$ cat src/verilog/rtcPkg.sv
// RTC register addresses, control bytes, BCD field word union and burst access order
package rtcPkg;

	////////////////////
	// Field word

	typedef struct packed
	{
		logic [3:0] tens;  // Upper BCD digit
		logic [3:0] units; // Lower BCD digit
	} bcdDigits_t;

	typedef union packed
	{
		logic [7:0] raw;  // Byte as it travels on the RTC bus
		bcdDigits_t bcd;  // Same byte split into digits for editing
	} rtcWord_u;

	////////////////////
	// RTC register map

	localparam logic [7:0] ADDR_CTRL_TIMER = 8'h00; // Timer enable control
	localparam logic [7:0] ADDR_CTRL_FLAG  = 8'h01; // Interrupt flag control
	localparam logic [7:0] ADDR_CTRL_INIT  = 8'h02; // One-time init control
	localparam logic [7:0] ADDR_SECOND     = 8'h21;
	localparam logic [7:0] ADDR_MINUTE     = 8'h22;
	localparam logic [7:0] ADDR_HOUR       = 8'h23;
	localparam logic [7:0] ADDR_DAY        = 8'h24;
	localparam logic [7:0] ADDR_MONTH      = 8'h25;
	localparam logic [7:0] ADDR_YEAR       = 8'h26;
	localparam logic [7:0] ADDR_T_SECOND   = 8'h41; // Countdown timer fields
	localparam logic [7:0] ADDR_T_MINUTE   = 8'h42;
	localparam logic [7:0] ADDR_T_HOUR     = 8'h43;

	// Bytes written to the control registers
	localparam logic [7:0] CTRL_TIMER_OFF  = 8'h00;
	localparam logic [7:0] CTRL_TIMER_ON   = 8'h08;
	localparam logic [7:0] CTRL_FLAG_CLEAR = 8'h04;
	localparam logic [7:0] CTRL_INIT_FIRST = 8'h10; // Sent until the first write burst ends
	localparam logic [7:0] CTRL_INIT_DONE  = 8'h00;
	localparam logic [7:0] CTRL_UNKNOWN    = 8'hFF; // Address outside the map

	////////////////////
	// Burst order

	localparam int FIELD_COUNT = 9;
	localparam int CTRL_COUNT  = 3;
	localparam int SEQ_COUNT   = CTRL_COUNT + FIELD_COUNT;

	// Control bytes first, a read burst skips them
	localparam logic [7:0] accessSeq [SEQ_COUNT] = '{
		ADDR_CTRL_TIMER, ADDR_CTRL_FLAG, ADDR_CTRL_INIT,
		ADDR_YEAR, ADDR_MONTH, ADDR_DAY,
		ADDR_HOUR, ADDR_MINUTE, ADDR_SECOND,
		ADDR_T_HOUR, ADDR_T_MINUTE, ADDR_T_SECOND
	};

endpackage
$ cat src/verilog/RtcBusIf.sv
// Interface for the RTC bus phases, address and data between sequencer and register bank
`timescale 1ns/10ps
interface RtcBusIf;

	logic       addrPhase;  // Address cycle on the multiplexed bus
	logic       readPhase;  // RTC drives data
	logic       writePhase; // Bank drives data
	logic [7:0] address;    // Register under access, held over both cycles
	logic [7:0] busIn;      // Byte from the RTC
	logic [7:0] busOut;     // Byte toward the RTC
	logic       busDrive;   // Output enable of busOut

	modport seq
	(
		output addrPhase, readPhase, writePhase, address
	);

	modport bank
	(
		input  addrPhase, readPhase, writePhase, address, busIn,
		output busOut, busDrive
	);

endinterface

$ cat src/verilog/BcdFieldReg.sv
// BCD time field register with wrapping up/down edit and bus load
`timescale 1ns/10ps
module BcdFieldReg
#(
	parameter logic [7:0] minValue = 8'h00, // Lowest legal BCD value
	parameter logic [7:0] maxValue = 8'h59  // Highest legal BCD value
)
(
	input  logic             CLK,
	input  logic             RST,
	input  logic             stepUp,   // One-cycle increment pulse
	input  logic             stepDown, // One-cycle decrement pulse
	input  logic             editSel,  // Cursor points at this field
	input  logic             loadSel,  // Read burst delivers this field
	input  rtcPkg::rtcWord_u loadData,
	output rtcPkg::rtcWord_u value
);

	rtcPkg::rtcWord_u incValue; // Value after one step up
	rtcPkg::rtcWord_u decValue; // Value after one step down

	always_comb
	begin
		incValue = value;
		if (value.raw >= maxValue)
			incValue.raw = minValue; // Wrap at top of range
		else if (value.bcd.units >= 4'd9)
		begin
			incValue.bcd.tens  = value.bcd.tens + 4'd1; // Carry into tens
			incValue.bcd.units = 4'd0;
		end
		else
			incValue.bcd.units = value.bcd.units + 4'd1;
	end

	always_comb
	begin
		decValue = value;
		if (value.raw <= minValue)
			decValue.raw = maxValue; // Wrap at bottom of range
		else if (value.bcd.units == 4'd0)
		begin
			decValue.bcd.tens  = value.bcd.tens - 4'd1; // Borrow from tens
			decValue.bcd.units = 4'd9;
		end
		else
			decValue.bcd.units = value.bcd.units - 4'd1;
	end

	always_ff @(posedge CLK, posedge RST)
	begin
		if (RST)
			value.raw <= minValue;
		else if (loadSel)
			value <= loadData; // Bus load wins over an edit
		else if (editSel && stepUp)
			value <= incValue;
		else if (editSel && stepDown)
			value <= decValue;
	end

endmodule

$ cat src/verilog/RtcBusSequencer.sv
// RTC bus sequencer for read and write bursts with address and data phases
`timescale 1ns/10ps
module RtcBusSequencer
(
	input  logic  CLK,
	input  logic  RST,
	RtcBusIf.seq  bus,
	input  logic  start,     // Begins a burst when idle
	input  logic  writeMode, // Sampled with start
	output logic  busy,
	output logic  done       // Pulse after the last data phase
);

	localparam int IDX_W = $clog2(rtcPkg::SEQ_COUNT);

	logic [IDX_W-1:0] seqIdx;     // Position in accessSeq
	logic             dataPhase;  // Second cycle of an access
	logic             writeBurst; // Burst direction
	logic             lastAccess;

	assign lastAccess = (seqIdx == IDX_W'(rtcPkg::SEQ_COUNT - 1));

	always_ff @(posedge CLK, posedge RST)
	begin
		if (RST)
		begin
			busy       <= 1'b0;
			done       <= 1'b0;
			seqIdx     <= '0;
			dataPhase  <= 1'b0;
			writeBurst <= 1'b0;
		end
		else
		begin
			done <= 1'b0;
			if (!busy)
			begin
				if (start)
				begin
					busy       <= 1'b1;
					dataPhase  <= 1'b0;
					writeBurst <= writeMode;
					// Reads skip the control registers
					seqIdx     <= writeMode ? '0 : IDX_W'(rtcPkg::CTRL_COUNT);
				end
			end
			else if (!dataPhase)
				dataPhase <= 1'b1; // Address cycle done
			else
			begin
				dataPhase <= 1'b0;
				if (lastAccess)
				begin
					busy <= 1'b0;
					done <= 1'b1;
				end
				else
					seqIdx <= seqIdx + 1'b1; // Next register
			end
		end
	end

	////////////////////
	// Bus phase outputs

	assign bus.address    = rtcPkg::accessSeq[seqIdx];
	assign bus.addrPhase  = busy & ~dataPhase;
	assign bus.readPhase  = busy & dataPhase & ~writeBurst;
	assign bus.writePhase = busy & dataPhase & writeBurst;

endmodule

$ cat src/verilog/RtcClockTop.sv
// RTC front end top level joining bus sequencer and register bank
`timescale 1ns/10ps
module RtcClockTop
(
	input  logic       CLK,
	input  logic       RST,
	input  logic       start,
	input  logic       writeMode,
	input  logic [6:0] cursor,
	input  logic       up,
	input  logic       down,
	input  logic       irq,
	input  logic       alarmStop,
	input  logic [7:0] busIn,      // RTC side of the multiplexed bus
	output logic [7:0] busOut,
	output logic       busDrive,
	output logic       addrPhase,
	output logic       readPhase,
	output logic       writePhase,
	output logic       busy,
	output logic       done,
	output logic [7:0] year,
	output logic [7:0] month,
	output logic [7:0] day,
	output logic [7:0] hour,
	output logic [7:0] minute,
	output logic [7:0] second,
	output logic [7:0] timerHour,
	output logic [7:0] timerMinute,
	output logic [7:0] timerSecond
);

	RtcBusIf rtcBus ();

	rtcPkg::rtcWord_u yearW, monthW, dayW, hourW, minuteW, secondW; // Union views of fields
	rtcPkg::rtcWord_u tHourW, tMinuteW, tSecondW;

	assign rtcBus.busIn = busIn;

	RtcBusSequencer seq
	(
		.CLK       (CLK),
		.RST       (RST),
		.bus       (rtcBus.seq),
		.start     (start),
		.writeMode (writeMode),
		.busy      (busy),
		.done      (done)
	);

	RtcRegBank bank
	(
		.CLK         (CLK),
		.RST         (RST),
		.bus         (rtcBus.bank),
		.cursor      (cursor),
		.up          (up),
		.down        (down),
		.irq         (irq),
		.alarmStop   (alarmStop),
		.year        (yearW),
		.month       (monthW),
		.day         (dayW),
		.hour        (hourW),
		.minute      (minuteW),
		.second      (secondW),
		.timerHour   (tHourW),
		.timerMinute (tMinuteW),
		.timerSecond (tSecondW)
	);

	////////////////////
	// Plain port view

	assign busOut      = rtcBus.busOut;
	assign busDrive    = rtcBus.busDrive;
	assign addrPhase   = rtcBus.addrPhase;
	assign readPhase   = rtcBus.readPhase;
	assign writePhase  = rtcBus.writePhase;
	assign year        = yearW.raw;
	assign month       = monthW.raw;
	assign day         = dayW.raw;
	assign hour        = hourW.raw;
	assign minute      = minuteW.raw;
	assign second      = secondW.raw;
	assign timerHour   = tHourW.raw;
	assign timerMinute = tMinuteW.raw;
	assign timerSecond = tSecondW.raw;

endmodule

$ cat src/verilog/RtcRegBank.sv
// RTC register bank with button edges, cursor and address decode, nine fields and write data
`timescale 1ns/10ps
module RtcRegBank
(
	input  logic             CLK,
	input  logic             RST,
	RtcBusIf.bank            bus,
	input  logic [6:0]       cursor,    // Field address under edit
	input  logic             up,
	input  logic             down,
	input  logic             irq,       // Timer interrupt from the RTC
	input  logic             alarmStop, // User silenced the alarm
	output rtcPkg::rtcWord_u year,
	output rtcPkg::rtcWord_u month,
	output rtcPkg::rtcWord_u day,
	output rtcPkg::rtcWord_u hour,
	output rtcPkg::rtcWord_u minute,
	output rtcPkg::rtcWord_u second,
	output rtcPkg::rtcWord_u timerHour,
	output rtcPkg::rtcWord_u timerMinute,
	output rtcPkg::rtcWord_u timerSecond
);

	localparam int NF = rtcPkg::FIELD_COUNT;

	// Ranges in burst order: year month day hour min sec, then timer h m s
	localparam logic [7:0] MIN_TAB [NF] = '{8'h00, 8'h01, 8'h01, 8'h00, 8'h00,
		8'h00, 8'h00, 8'h00, 8'h00};
	localparam logic [7:0] MAX_TAB [NF] = '{8'h99, 8'h12, 8'h31, 8'h23, 8'h59,
		8'h59, 8'h23, 8'h59, 8'h59};

	// One-hot field select for an address, bit order follows accessSeq
	function automatic logic [NF-1:0] fieldSelect(input logic [7:0] addr);
		logic [NF-1:0] sel;
		sel = '0;
		for (int i = 0; i < NF; i++)
			if (addr == rtcPkg::accessSeq[rtcPkg::CTRL_COUNT + i])
				sel[i] = 1'b1;
		return sel;
	endfunction

	////////////////////
	// Button edges

	logic [1:0] btnSync; // Bit 0 up, bit 1 down
	logic [1:0] btnDly;  // Previous sample
	logic [1:0] btnStep; // Registered rising edge

	always_ff @(posedge CLK, posedge RST)
	begin
		if (RST)
		begin
			btnSync <= '0;
			btnDly  <= '0;
			btnStep <= '0;
		end
		else
		begin
			btnSync <= {down, up};
			btnDly  <= btnSync;
			btnStep <= btnSync & ~btnDly; // One pulse per press
		end
	end

	////////////////////
	// Field registers

	logic [NF-1:0]    editSel;        // From cursor
	logic [NF-1:0]    loadSel;        // From read phase address
	rtcPkg::rtcWord_u loadByte;       // busIn captured in read phase
	rtcPkg::rtcWord_u fieldVal [NF];

	assign editSel = fieldSelect({1'b0, cursor});

	always_ff @(posedge CLK, posedge RST)
	begin
		if (RST)
			loadSel <= '0;
		else
			loadSel <= bus.readPhase ? fieldSelect(bus.address) : '0;
	end

	always_ff @(posedge CLK)
		loadByte.raw <= bus.busIn;

	for (genvar i = 0; i < NF; i++)
	begin : gField
		BcdFieldReg #(.minValue(MIN_TAB[i]), .maxValue(MAX_TAB[i])) fieldReg
		(
			.CLK      (CLK),
			.RST      (RST),
			.stepUp   (btnStep[0]),
			.stepDown (btnStep[1]),
			.editSel  (editSel[i]),
			.loadSel  (loadSel[i]),
			.loadData (loadByte),
			.value    (fieldVal[i])
		);
	end

	assign year        = fieldVal[0];
	assign month       = fieldVal[1];
	assign day         = fieldVal[2];
	assign hour        = fieldVal[3];
	assign minute      = fieldVal[4];
	assign second      = fieldVal[5];
	assign timerHour   = fieldVal[6];
	assign timerMinute = fieldVal[7];
	assign timerSecond = fieldVal[8];

	////////////////////
	// Write data toward RTC

	logic          initDone;  // Init byte already sent once
	logic [NF-1:0] writeSel;
	logic [7:0]    nextWrite;
	logic [7:0]    writeByte; // Valid during the data phase

	assign writeSel = fieldSelect(bus.address);

	always_comb
	begin
		nextWrite = rtcPkg::CTRL_UNKNOWN;
		case (bus.address)
			rtcPkg::ADDR_CTRL_TIMER:
				nextWrite = (!irq || alarmStop) ? rtcPkg::CTRL_TIMER_OFF : rtcPkg::CTRL_TIMER_ON;
			rtcPkg::ADDR_CTRL_FLAG:
				nextWrite = rtcPkg::CTRL_FLAG_CLEAR;
			rtcPkg::ADDR_CTRL_INIT:
				nextWrite = initDone ? rtcPkg::CTRL_INIT_DONE : rtcPkg::CTRL_INIT_FIRST;
			default:
				for (int i = 0; i < NF; i++)
					if (writeSel[i])
						nextWrite = fieldVal[i].raw; // Time field goes out as is
		endcase
	end

	always_ff @(posedge CLK)
		writeByte <= nextWrite;

	always_ff @(posedge CLK, posedge RST)
	begin
		if (RST)
			initDone <= 1'b0;
		else if (bus.writePhase && bus.address == rtcPkg::ADDR_CTRL_INIT)
			initDone <= 1'b1; // Sticky until reset, seen once the init write phase falls
	end

	// Address phase puts the address itself on the bus
	assign bus.busOut   = bus.addrPhase ? bus.address : writeByte;
	assign bus.busDrive = bus.addrPhase | bus.writePhase;

endmodule

$ cat config.mk
export PLATFORM = sky130hd
export DESIGN_NAME = RtcClockTop
export DESIGN_NICKNAME = d
export VERILOG_FILES = /design/src/verilog/rtcPkg.sv /design/src/verilog/RtcBusIf.sv /design/src/verilog/BcdFieldReg.sv /design/src/verilog/RtcBusSequencer.sv /design/src/verilog/RtcClockTop.sv /design/src/verilog/RtcRegBank.sv
export SDC_FILE = /design/constraint.sdc
export NUM_CORES = 1
export LEC_CHECK = 0
export BUFFER_PORTS_ARGS = -buffer_cell sky130_fd_sc_hd__buf_2
export CAP_MARGIN = 10
export CORE_MARGIN = 2
export CORE_UTILIZATION = 25
export DETAILED_ROUTE_END_ITERATION = 7
export SLEW_MARGIN = 20
export SYNTH_ARGS = -nofsm -noshare
export SYNTH_HDL_FRONTEND = slang
export SYNTH_HIERARCHICAL = 1
export SYNTH_SLANG_ARGS = --single-unit
$ cat constraint.sdc
create_clock -name CLK -period 7 [get_ports CLK]
set_input_delay 0.35 -clock CLK [delete_from_list [all_inputs] [get_ports CLK]]
set_output_delay 0.35 -clock CLK [all_outputs]
set_load 0.1 [all_outputs]
# After elaboration in Yosys (flattened, before gate mapping)
# Memory sizes are Yosys's and may differ from the RTL's.
# Cells that the tools add are included.
# W data, S select, Z words.
[totals]
register_bits = 112
romBits = 128
inputBits = 23
out_inout_bits = 86
elab_cells = 330
n_memories = 1
[mem_list]
columns = ["memory", "words", "word_bits", "rd", "rd_clocked_by_memory_dff", "write_ports", "line", "rtl"]
rows = [
  ["(no name shown)", 16, 8, 1, 0, 0, "RtcBusSequencer.sv:66", "assign bus.address = rtcPkg::accessSeq[seqIdx];"],
]
[classes]
n_addsub = 37
n_lt_le_gt_ge = 28
n_eq_ne = 32
n_mux = 130
bitwise = 11
n_reduce_logical = 61
[op_table]
columns = ["operator", "n"]
rows = [
  ["$mux W8", 57],
  ["$mux W4", 41],
  ["$add A4 B1 Y4 const B", 19],
  ["$le A8 B1 Y1 const B", 9],
  ["$sub A4 B1 Y4 const B", 18],
  ["$eq A8 B6 Y1 const B", 6],
  ["$eq A7 B6 Y1 const B", 6],
  ["$ge A4 B4 Y1 const B", 9],
  ["$logic_not A4 Y1", 9],
  ["$ne A4 B3 Y1 const B", 9],
  ["$reduce_bool A4 Y1", 9],
  ["$ge A8 B7 Y1 const B", 4],
  ["$reduce_and A3 Y1", 10],
  ["$mux W1", 28],
  ["$reduce_bool A3 Y1", 9],
  ["$eq A8 B7 Y1 const B", 3],
  ["$ge A8 B6 Y1 const B", 3],
  ["$pmux W8 S3", 1],
  ["$eq A7 B7 Y1 const B", 3],
  ["$logic_and A1 B1 Y1", 19],
  ["$mux W9", 1],
  ["$eq A8 B1 Y1 const B", 1],
  ["$eq A8 B2 Y1 const B", 1],
  ["$ge A8 B5 Y1 const B", 1],
  ["other kinds (17)", 23],
]

# Depth between registers and ports, before layout
# Gate-level depths: netlist of the first run.
[logic_depth]
word_depth = 16
mapped_depth = 10
ltp_nobuf = 9

# Modules after synthesis
# Netlist of the first run, hierarchy kept.
[modules_own_cells]
columns = ["mod", "instances", "cells_per_inst", "area_per_inst_um2", "seq_area_each_um2"]
rows = [
  ["BcdFieldReg at bank.gField[4].fieldReg ...", 4, 99, 817.0, 200.2],
  ["RtcRegBank", 1, 224, 1951.9, 720.7],
  ["BcdFieldReg at bank.gField[3].fieldReg ...", 2, 94, 803.3, 200.2],
  ["BcdFieldReg at bank.gField[2].fieldReg", 1, 106, 932.1, 201.4],
  ["BcdFieldReg at bank.gField[1].fieldReg", 1, 101, 837.1, 201.4],
  ["BcdFieldReg at bank.gField[0].fieldReg", 1, 101, 833.3, 200.2],
  ["RtcBusSequencer", 1, 59, 526.8, 200.2],
]

# Worst setup path before layout of the first run
# Ideal clock, no wire load.
[synth_path]
kind = "register to output"
from = "reg seq.busy"
to = "out busOut[0]"
t_arrival_ns = 3.471
required_ns = 6.650
setup_slack_ns = 3.179
stages_incl_launch_ff = 5
path_buffers = 1
path_cell_list = "dfrtp_1 inv_1 nor2_1 clkbuf_1 mux2_2"
[synth_via]
elab_chain_len = 2
[synth_rtl]
columns = ["element", "line", "rtl"]
rows = [
  ["start: declaration", "RtcBusSequencer.sv:10", "output logic busy,"],
  ["start signal: assignment", "RtcBusSequencer.sv:27", "busy <= 1'b0;"],
  ["start signal: assignment", "RtcBusSequencer.sv:40", "busy <= 1'b1;"],
  ["start signal: assignment", "RtcBusSequencer.sv:54", "busy <= 1'b0;"],
  ["$and A1 B1 Y1", "RtcBusSequencer.sv:67", "assign bus.addrPhase = busy & ~dataPhase;"],
  ["named net addrPhase", "RtcClockTop.sv:17", "output logic addrPhase,"],
  ["$mux W8", "RtcRegBank.sv:150", "assign bus.busOut = bus.addrPhase ? bus.address : writeByte;"],
  ["end: declaration", "RtcClockTop.sv:15", "output logic [7:0] busOut,"],
]
# The timed path passes the listed nets, and every way through them passes these cells.

# Final worst setup path of the first run
[layout_path]
from = "reg seq.seqIdx[0]"
to = "out busOut[5]"
[layout_via]
elab_chain_len = 5
[layout_rtl]
columns = ["element", "line", "rtl"]
rows = [
  ["start: declaration", "RtcBusSequencer.sv:16", "logic [IDX_W-1:0] seqIdx;"],
  ["start signal: assignment", "RtcBusSequencer.sv:44", "seqIdx <= writeMode ? '0 : IDX_W'(rtcPkg::CTRL_COUNT);"],
  ["start signal: assignment", "RtcBusSequencer.sv:58", "seqIdx <= seqIdx + 1'b1;"],
  ["$not A4 Y5 (not written as such)", "RtcBusSequencer.sv:66", ""],
  ["$mem_v2 Z16 W8", "n/a", ""],
  ["$mux W8 (not written as such) (2 in a row)", "RtcBusSequencer.sv:66", ""],
  ["named net rtcBus.address[5]", "RtcBusIf.sv:8", "logic [7:0] address;"],
  ["$mux W8", "RtcRegBank.sv:150", ""],
]
# The timed path passes the listed nets, and every way through them passes these cells. The select of a mux whose other input is x is not followed.

==> impl_metrics.yaml, run 1 <==
synthesis:
  synth_edf_count: 0
  synth_common_cells: "nand2_1, dfrtp_1, nor2_1, inv_1, a21oi_1"
  synth_area_leaders: "dfrtp_1, ha_1, nand2_1, a21oi_1, dfxtp_1"
  ys.warnings.count: 6
  synth-seq-cells: 112
  synth_area_um2: 9960
  netlist.area_leader.share_pct: 23.6
  yosysMostFrequentCell: "nand2_1"
  ys_types: 114
  async_flop_share_pct: 85.7
  syn_inst: 1175
  yosysSeqAreaShare_pct: 27.4
  synth_flop_cell: "dfrtp_1"
  yosys.area.top_type: "dfrtp_1"
  synth_area_per_cell_um2: 8.47
place:
  dp_cells: 1762
  dp_hpwl_mm: 26.2
  placed_cell_area_um2: 10900
  port_buffers: 108
  routabilityCongestion: 0.920
  post-place-ws_ps: 3960
worst_setup_path:
  cp_top_family: "simple AND/OR/NAND/NOR gates"
  cp.buffers_inverters: 2
  path_depth: 6
  critPathKind: "flop to output pin"
  critPathCapture: "busOut[5]"
  timing.reg2reg.setup_slack_ps: 3860
  cpPeakStageDelay_ps: 700
  r2r_cells: 9
  slowest_stage: "nor2_1"
  cp.arrival_ps: 2820
  timing.rr.end: "bank/writeByte[4]"
  critPathCaptureType: "output pin"
  startpoint: "seq/seqIdx[0]"
  worstPathRequired_ps: 6650
  worstReg2RegStart: "seq/seqIdx[0]"
  start_kind: "flop"
  cp_max_fo: 16
  worstPathCellList: "inv_1, ha_1, nor2_1, a21oi_1, mux2_2, buf_2"
job:
  max_cap_viol_count: 0
clock_network:
  ctsHoldBuffers: 0
  htree_num_levels: 3
  clock_path_buffers: 2
  insertion_delay_ps: 360
  cts-root-buf: "clkbuf_16"
  cts_tree: "built"
  clk_pin_slew_ps: 80
  clock_sinks: 112
  post_cts_buffers: 0
  post_cts_resized: 0
  cts_buffers: 9
floorplanning:
  die_w_um: 204
  dieArea_um2: 41400
  core_um2: 39500
  start_util_pct: 25.2
  die_y_um: 204
  rows: 73
  io_pins: 109
sta:
  worst_pin_slew_ps: 1030
  rsz0062_at_grt: "false"
  fmax_ghz: 0.316
  whs_ps: 86.6
  finalCritPeriodShare_pct: 45.2
  clock_skew_ps: 7.99
  setup_viol: 0
  hold_violations: 0
  period_minus_slack_ps: 3170
  drv_slew: 0
  setup-tns-final_ps: 0
  finalWorstSetupSlack_ps: 3830
  slew_headroom_pct: 31.4
power:
  leakage_nw: 4.47
  power.total_mw: 5.21
  power.density_nw_per_um2: 467
  peakVddDrop_mv: 0.224
global_route:
  grt_start_max_net_pins: 55
  grt_pass1_vias: 9340
  antenna_found_initial: 1
  grt.overflow.total: 0
  grt_pass1_wl_mm: 54.6
  grt_util_all_layers_pct: 16.8
final_layout:
  final_net_count: 1337
  area_delta_synth_final_pct: 12.3
  finish.utilization_pct: 28.3
  drive_above_1_share_pct: 18.3
  final_cells: 1778
  fin_area_um2: 11200
drt:
  vias_per_cell: 5.50
  routed_wl_mm: 35.0
  via_count: 9780
  firstDrtPassIters: 8
  wire_per_inst_um: 19.7
  post-route-drc-count: 0
  ant_nets: 0
  drtIter0Drc: 809
run_status:
  status: "finished clean"
worst_hold_path:
  min_path_cells: 1
  min_path_type: "input pin to flop"
## worst reg2reg max path: cells and delay by family (launching register included)
kind	cells	cell delay, ps
AOI/OAI and AO/OA	3	530
adders and majority gates	1	210
buffers and inverters	1	110
DFF	1	460
and+or+nand+nor	4	1700
## layout by cell type (no fill, tap or decap), types with 8 or more instances in the layout
| cell type | Yosys | final |
|---|---|---|
| nand2_1 | 113 | 113 |
| o211ai_1 | 31 | 31 |
| nor4_1 | 13 | 13 |
| a21o_1 | 8 | 8 |
| clkbuf_16 | 0 | 9 |
| mux2i_1 | 12 | 11 |
| xor2_1 | 8 | 8 |
| dfrtp_1 | 94 | 94 |
| o31a_1 | 10 | 10 |
| nor2_1 | 80 | 80 |
| o31ai_1 | 13 | 13 |
| dfxtp_1 | 16 | 16 |
| nor3b_1 | 13 | 13 |
| a31oi_1 | 31 | 31 |
| a22oi_1 | 9 | 9 |
| o21ai_0 | 54 | 53 |
| a311oi_1 | 8 | 8 |
| a32oi_1 | 12 | 12 |
| a22o_1 | 11 | 11 |
| inv_1 | 75 | 75 |
| buf_2 | 8 | 108 |
| o22ai_1 | 24 | 24 |
| o21a_1 | 12 | 12 |
| nand4_1 | 17 | 17 |
| nand2b_1 | 16 | 16 |
| a21oi_1 | 69 | 69 |
| mux2_2 | 19 | 19 |
| and3_1 | 10 | 10 |
| nand3b_1 | 8 | 8 |
| and2_1 | 17 | 17 |
| ha_1 | 66 | 66 |
| nand3_1 | 31 | 31 |
| a211oi_1 | 11 | 11 |
| nor3_1 | 21 | 21 |
## power by group
| part | internal, mW | switching, mW |
|---|---|---|
| Clock | 0.277 | 0.252 |
| Combinational | 0.929 | 2.50 |
| Sequential | 0.808 | 0.447 |
| Total | 2.01 | 3.20 |
## area by class of cell
class | instances | area, um^2
timing repair buffer | 113 | 578
multi-input combinational | 931 | 6630
inverter | 81 | 304
clock buffer | 12 | 236
clock inverter | 3 | 45.0
sequential | 112 | 2730
tap | 525 | 657
fill | 4191 | 28400
antenna | 1 | 2.50
## registers in the layout (all words and copies together) (netlist names)
name and count:
bank/btnDly 2, bank/btnStep 2, bank/btnSync 2, bank/gField.fieldReg/value 72, bank/initDone 1, bank/loadByte 8
bank/loadSel 9, bank/writeByte 8, seq/busy 1, seq/dataPhase 1, seq/done 1, seq/seqIdx 4
seq/writeBurst 1
## routing by layer
metal | vias up | global-route usage (%) | routed length (um) | part of all wire (%)
li1 | 4585 | - | - | -
met3 | 86 | 4.03 | 2670 | 7.6
met5 | - | 0 | 0 | 0
met4 | 0 | 6.60 | 1290 | 3.7
met2 | 412 | 26.4 | 15500 | 44
met1 | 4697 | 22.2 | 15500 | 44
## cells by family after synthesis
kind of cell	synth area share, %
adder cells (fa/ha/maj)	8.29
flip-flops	27.4
AND/OR/NAND/NOR	23.5
buffers and inverters	6.20
other	0.0377
XOR/XNOR	1.14
multiplexers	3.62
AO/OA/AOI/OAI	29.8
## how the worst min path moves through the flow
stage | start | to | slack (ps)
final | busIn[3] | bank/loadByte[3] | 90
after global routing | busIn[7] | bank/loadByte[7] | 80
after CTS | busIn[3] | bank/loadByte[3] | 80
after detailed placement | bank/btnSync[1] | bank/btnDly[1] | 360
after global placement | bank/btnSync[1] | bank/btnDly[1] | 360
after floorplan | RST | bank/gField[1].fieldReg/value[1] | 160
(Power assumes the default switching activity.)
==> inputs of run 2 (changes only) <==
==> constraint.sdc (replaced) <==
create_clock -name CLK -period 3.2 [get_ports CLK]
set_input_delay 0.16 -clock CLK [delete_from_list [all_inputs] [get_ports CLK]]
set_output_delay 0.16 -clock CLK [all_outputs]
set_load 0.1 [all_outputs]
==> impl_metrics.yaml, run 2 (synthesized netlist as in run 1, its figures left out) <==
clock_network:
  post_cts_buffers: 0
  insertion_delay_ps: 380
  cts-root-buf: "clkbuf_16"
  ctsHoldBuffers: 11
  htree_num_levels: 3
  clk_pin_slew_ps: 70
  post_cts_resized: 0
  cts_buffers: 9
  clock_sinks: 112
  cts_tree: "built"
  clock_path_buffers: 2
floorplanning:
  dieArea_um2: 41400
  io_pins: 109
  rows: 73
  start_util_pct: 25.2
  die_w_um: 204
  core_um2: 39500
  die_y_um: 204
final_layout:
  reg_top3: "bank/gField.fieldReg/value x72, bank/loadSel x9"
  final_cells: 1804
  n_antenna_cell: 0
  drive_above_1_share_pct: 19.3
  fin_area_um2: 11400
  layout_common_cells: "nand2_1, buf_2, dfrtp_1, nor2_1, inv_1"
  largest-register: "bank/gField.fieldReg/value"
  layout_commonest_cell: "nand2_1"
  area_delta_synth_final_pct: 14.5
  largest_register_ffs: 72
  final_net_count: 1363
power:
  power.total_mw: 11.4
  power.density_nw_per_um2: 1000
  peakVddDrop_mv: 0.393
  leakage_nw: 4.60
sta:
  hold_violations: 0
  whs_ps: 59.0
  worst_pin_slew_ps: 899
  finalCritPeriodShare_pct: 86.8
  setup_viol: 0
  setup-tns-final_ps: 0
  fmax_ghz: 0.360
  drv_slew: 0
  slew_headroom_pct: 40.0
  rsz0062_at_grt: "false"
  clock_skew_ps: 22.3
  period_minus_slack_ps: 2780
drt:
  vias_per_cell: 5.50
  wire_per_inst_um: 19.7
  drtIter0Drc: 812
  via_count: 9920
  ant_nets: 0
  post-route-drc-count: 0
  firstDrtPassIters: 5
  routed_wl_mm: 35.6
worst_setup_path:
  cp.buffers_inverters: 2
  critPathKind: "flop to output pin"
  cp_max_fo: 8
  start_kind: "flop"
  cpPeakStageDelay_ps: 540
  cp_top_family: "compound AO/OA/AOI/OAI gates"
  critPathCaptureType: "output pin"
  cp.arrival_ps: 2620
  slowest_stage: "a21oi_1"
  r2r_cells: 8
  timing.rr.end: "bank/writeByte[2]"
  critPathCapture: "busOut[5]"
  worstPathRequired_ps: 3040
  timing.reg2reg.setup_slack_ps: 460
  path_depth: 6
  startpoint: "seq/seqIdx[0]"
  worstPathCellList: "ha_1, inv_1, ha_1, a21oi_1, mux2_2, buf_2"
  path_common_cell: "ha_1"
  worstReg2RegStart: "seq/seqIdx[0]"
worst_hold_path:
  hold_start: "start"
  min_path_type: "input pin to flop"
place:
  placed_cell_area_um2: 11000
  dp_hpwl_mm: 26.6
  routabilityCongestion: 0.904
  port_buffers: 108
  dp_cells: 1777
global_route:
  grt_util_all_layers_pct: 17.1
  antenna_found_initial: 0
  grt_pass1_vias: 9489
  grt_start_max_net_pins: 34
  grt_pass1_wl_mm: 55.4
  grt.overflow.total: 0
run_status:
  status: "finished clean"
job:
  max_cap_viol_count: 0
run 2: tightest hold or removal path, stage by stage:
cell and delay (ps):
buf_2 100, nor2_1 50, nor2_1 80
run 2: how the worst min path moves through the flow:
stage / to / slack [ps] / cells after the start
after floorplan: bank/gField[1].fieldReg/value[1] / -30 / 1
after global placement: bank/loadByte[4] / 260 / 1
after detailed placement: bank/loadByte[1] / 270 / 1
after CTS: seq/writeBurst / 40 / 2
after global routing: seq/writeBurst / 60 / 2
final: seq/busy / 60 / 3
run 2: power breakdown:
part / leakage (nW) / switching [mW] / internal [mW] / total [mW]
Combinational: 3.20 / 5.48 / 2.06 / 7.55
Clock: 0.137 / 0.593 / 0.546 / 1.14
Sequential: 1.27 / 0.969 / 1.77 / 2.74
Total: 4.60 / 7.05 / 4.38 / 11.4
run 2: layout make-up:
| type | instances | area, um^2 |
|---|---|---|
| fillers | 4217 | 28200 |
| clock inverters | 5 | 46.3 |
| inverters | 81 | 304 |
| clock buffers | 11 | 233 |
| flip-flops and latches | 112 | 2730 |
| well taps | 525 | 657 |
| repair buffers | 139 | 801 |
| multi-input cells | 931 | 6630 |
run 2: metal layers:
| layer | global-route usage (%) | share of wire (%) | up-vias | routed length [um] |
|---|---|---|---|---|
| li1 | - | - | 4637 | - |
| met1 | 23.2 | 45 | 4819 | 16000 |
| met2 | 27.0 | 45 | 409 | 16100 |
| met3 | 3.68 | 7.2 | 55 | 2560 |
| met4 | 5.37 | 2.6 | 0 | 939 |
| met5 | 0 | 0 | - | 0 |
run 2: per-stage QoR:
| stage | setup WS [ps] | utilization [%] |
|---|---|---|
| after floorplan | 33.0 | - |
| after global placement | 630 | 27.8 |
| after detailed placement | 516 | 27.8 |
| after CTS | 478 | 28.8 |
| after global routing | 276 | 28.8 |
| final | 421 | 28.8 |
==> inputs of run 3 (changes only) <==
--- a/config.mk
+++ b/config.mk
@@ -9,6 +9,7 @@
 export CAP_MARGIN = 10
 export CORE_MARGIN = 2
 export CORE_UTILIZATION = 25
+export CTS_BUF_LIST = sky130_fd_sc_hd__clkbuf_4 sky130_fd_sc_hd__clkbuf_8 sky130_fd_sc_hd__clkbuf_16
 export DETAILED_ROUTE_END_ITERATION = 7
 export SLEW_MARGIN = 20
 export SYNTH_ARGS = -nofsm -noshare
==> impl_metrics.yaml, run 3 (synthesized netlist as in run 1, its figures left out) <==
clock_network:
  clock_path_buffers: 2
  insertion_delay_ps: 380
  clock_sinks: 112
  cts_tree: "built"
  cts_buffers: 9
  htree_num_levels: 3
  clk_pin_slew_ps: 70
  cts-root-buf: "clkbuf_16"
  post_cts_buffers: 0
  post_cts_resized: 0
sta:
  setup_viol: 0
  hold_violations: 0
  period_minus_slack_ps: 2790
  setup-tns-final_ps: 0
  drv_slew: 0
  rsz0062_at_grt: "false"
  finalCritPeriodShare_pct: 87.2
  fmax_ghz: 0.358
  worst_pin_slew_ps: 904
  slew_headroom_pct: 39.7
  clock_skew_ps: 21.6
run_status:
  status: "finished clean"
power:
  p_int_mw: 4.39
  comb_power_share_pct: 65.9
  power.density_nw_per_um2: 1000
  power.total_mw: 11.4
  switching_share_pct: 61.6
  p_seq_share_pct: 24.0
  peakVddDrop_mv: 0.393
  pwr-share-clk_pct: 10.1
  leakage_nw: 4.61
  switching_power_mw: 7.04
drt:
  post-route-drc-count: 0
  drtIter0Drc: 787
  via_count: 9874
  wire_per_inst_um: 19.7
  ant_nets: 0
  firstDrtPassIters: 7
  routed_wl_mm: 35.5
  vias_per_cell: 5.47
floorplanning:
  start_util_pct: 25.2
  die_w_um: 204
  core_um2: 39500
  dieArea_um2: 41400
  rows: 73
  die_y_um: 204
  io_pins: 109
worst_setup_path:
  start_kind: "flop"
  worstPathRequired_ps: 3040
  cp.arrival_ps: 2630
  cpPeakStageDelay_ps: 560
  cp_max_fo: 8
  path_common_cell: "ha_1"
  slowest_stage: "a21oi_1"
  critPathCaptureType: "output pin"
  worstPathCellList: "ha_1, inv_1, ha_1, a21oi_1, mux2_2, buf_2"
  critPathKind: "flop to output pin"
final_layout:
  fin_area_um2: 11400
  layout_commonest_cell: "nand2_1"
  multi_input_area_um2: 6630
  n_antenna_cell: 0
  final_cells: 1804
  largest_register_ffs: 72
  layout_common_cells: "nand2_1, buf_2, dfrtp_1, nor2_1, inv_1"
  final_net_count: 1363
  fillers: 4217
  finish.utilization_pct: 28.8
  largest-register: "bank/gField.fieldReg/value"
  seqCellArea_um2: 2730
  drive_above_1_share_pct: 19.5
  reg_top3: "bank/gField.fieldReg/value x72, bank/loadSel x9"
  area_delta_synth_final_pct: 14.6
place:
  routabilityCongestion: 0.904
  dp_hpwl_mm: 26.6
  dp_cells: 1777
  port_buffers: 108
  placed_cell_area_um2: 11000
global_route:
  grt_start_max_net_pins: 34
  antenna_found_initial: 0
  grt_pass1_wl_mm: 55.4
  grt_util_all_layers_pct: 17.1
  grt_pass1_vias: 9487
  grt.overflow.total: 0
worst_hold_path:
  min_path_type: "input pin to flop"
job:
  max_cap_viol_count: 0
## run 3: cell counts in the layout (fill, tap and decap cells not counted)
No cell type changed its count.
## run 3: worst paths after layout
path	startpoint	end	slack (ps)	depth (start not counted)
setup / recovery	seq/seqIdx[0]	busOut[5]	410	6
hold / removal	writeMode	seq/writeBurst	60	2
setup reg to reg	seq/seqIdx[0]	bank/writeByte[2]	450	8
hold reg to reg	bank/btnSync[0]	bank/btnDly[0]	380	0
max in group asynchronous	RST	bank/btnDly[1]	2010	3
min in group asynchronous	RST	bank/gField[5].fieldReg/value[4]	480	3
## run 3: repair_timing
item / CTS / global route
hold endpoints to repair: 88 / 0
hold buffers: 11 / 0
setup endpoints to repair: 0 / 0
## run 3: cell type report
class / instances / share of cell area [%]
Tap cell: 525 / 5.76
Timing Repair Buffer: 139 / 7.02
Inverter: 81 / 2.67
Multi-Input combinational cell: 931 / 58.1
Clock inverter: 5 / 0.406
Sequential cell: 112 / 23.9
Clock buffer: 11 / 2.11
## run 3: power by group through the flow
stage / clock (mW) / combinational (mW) / sequential, mW
floorplan: 0 / 4.30 / 4.27
global placement: 0 / 7.44 / 2.73
detailed placement: 0 / 7.48 / 2.73
CTS: 1.18 / 7.51 / 2.71
global route: 1.23 / 8.04 / 2.81
finish: 1.15 / 7.54 / 2.74
## run 3: critical path, delay by kind of cell (launching register included)
family          cells  cell delay (ps)
compound gates      1              560
mux                 1              340
buf+inv             2              500
flops               1              460
fa+ha+maj           2              410
## run 3: layer usage
layer | GRT usage [%] | vias to the layer above | wire, um | share of wire [%]
met5 | 0 | - | 0 | 0
met4 | 5.32 | 0 | 908 | 2.6
met3 | 3.63 | 51 | 2360 | 6.7
met2 | 27.0 | 373 | 16100 | 45
met1 | 23.3 | 4804 | 16100 | 45
li1 | - | 4646 | - | -
## run 3: through the flow
| stage | setup WS (ps) | hold WS (ps) |
|---|---|---|
| after floorplan | 33.0 | -25.1 |
| after global placement | 630 | 264 |
| after detailed placement | 516 | 268 |
| after CTS | 478 | 43.1 |
| after global routing | 276 | 63.8 |
| final | 410 | 56.8 |
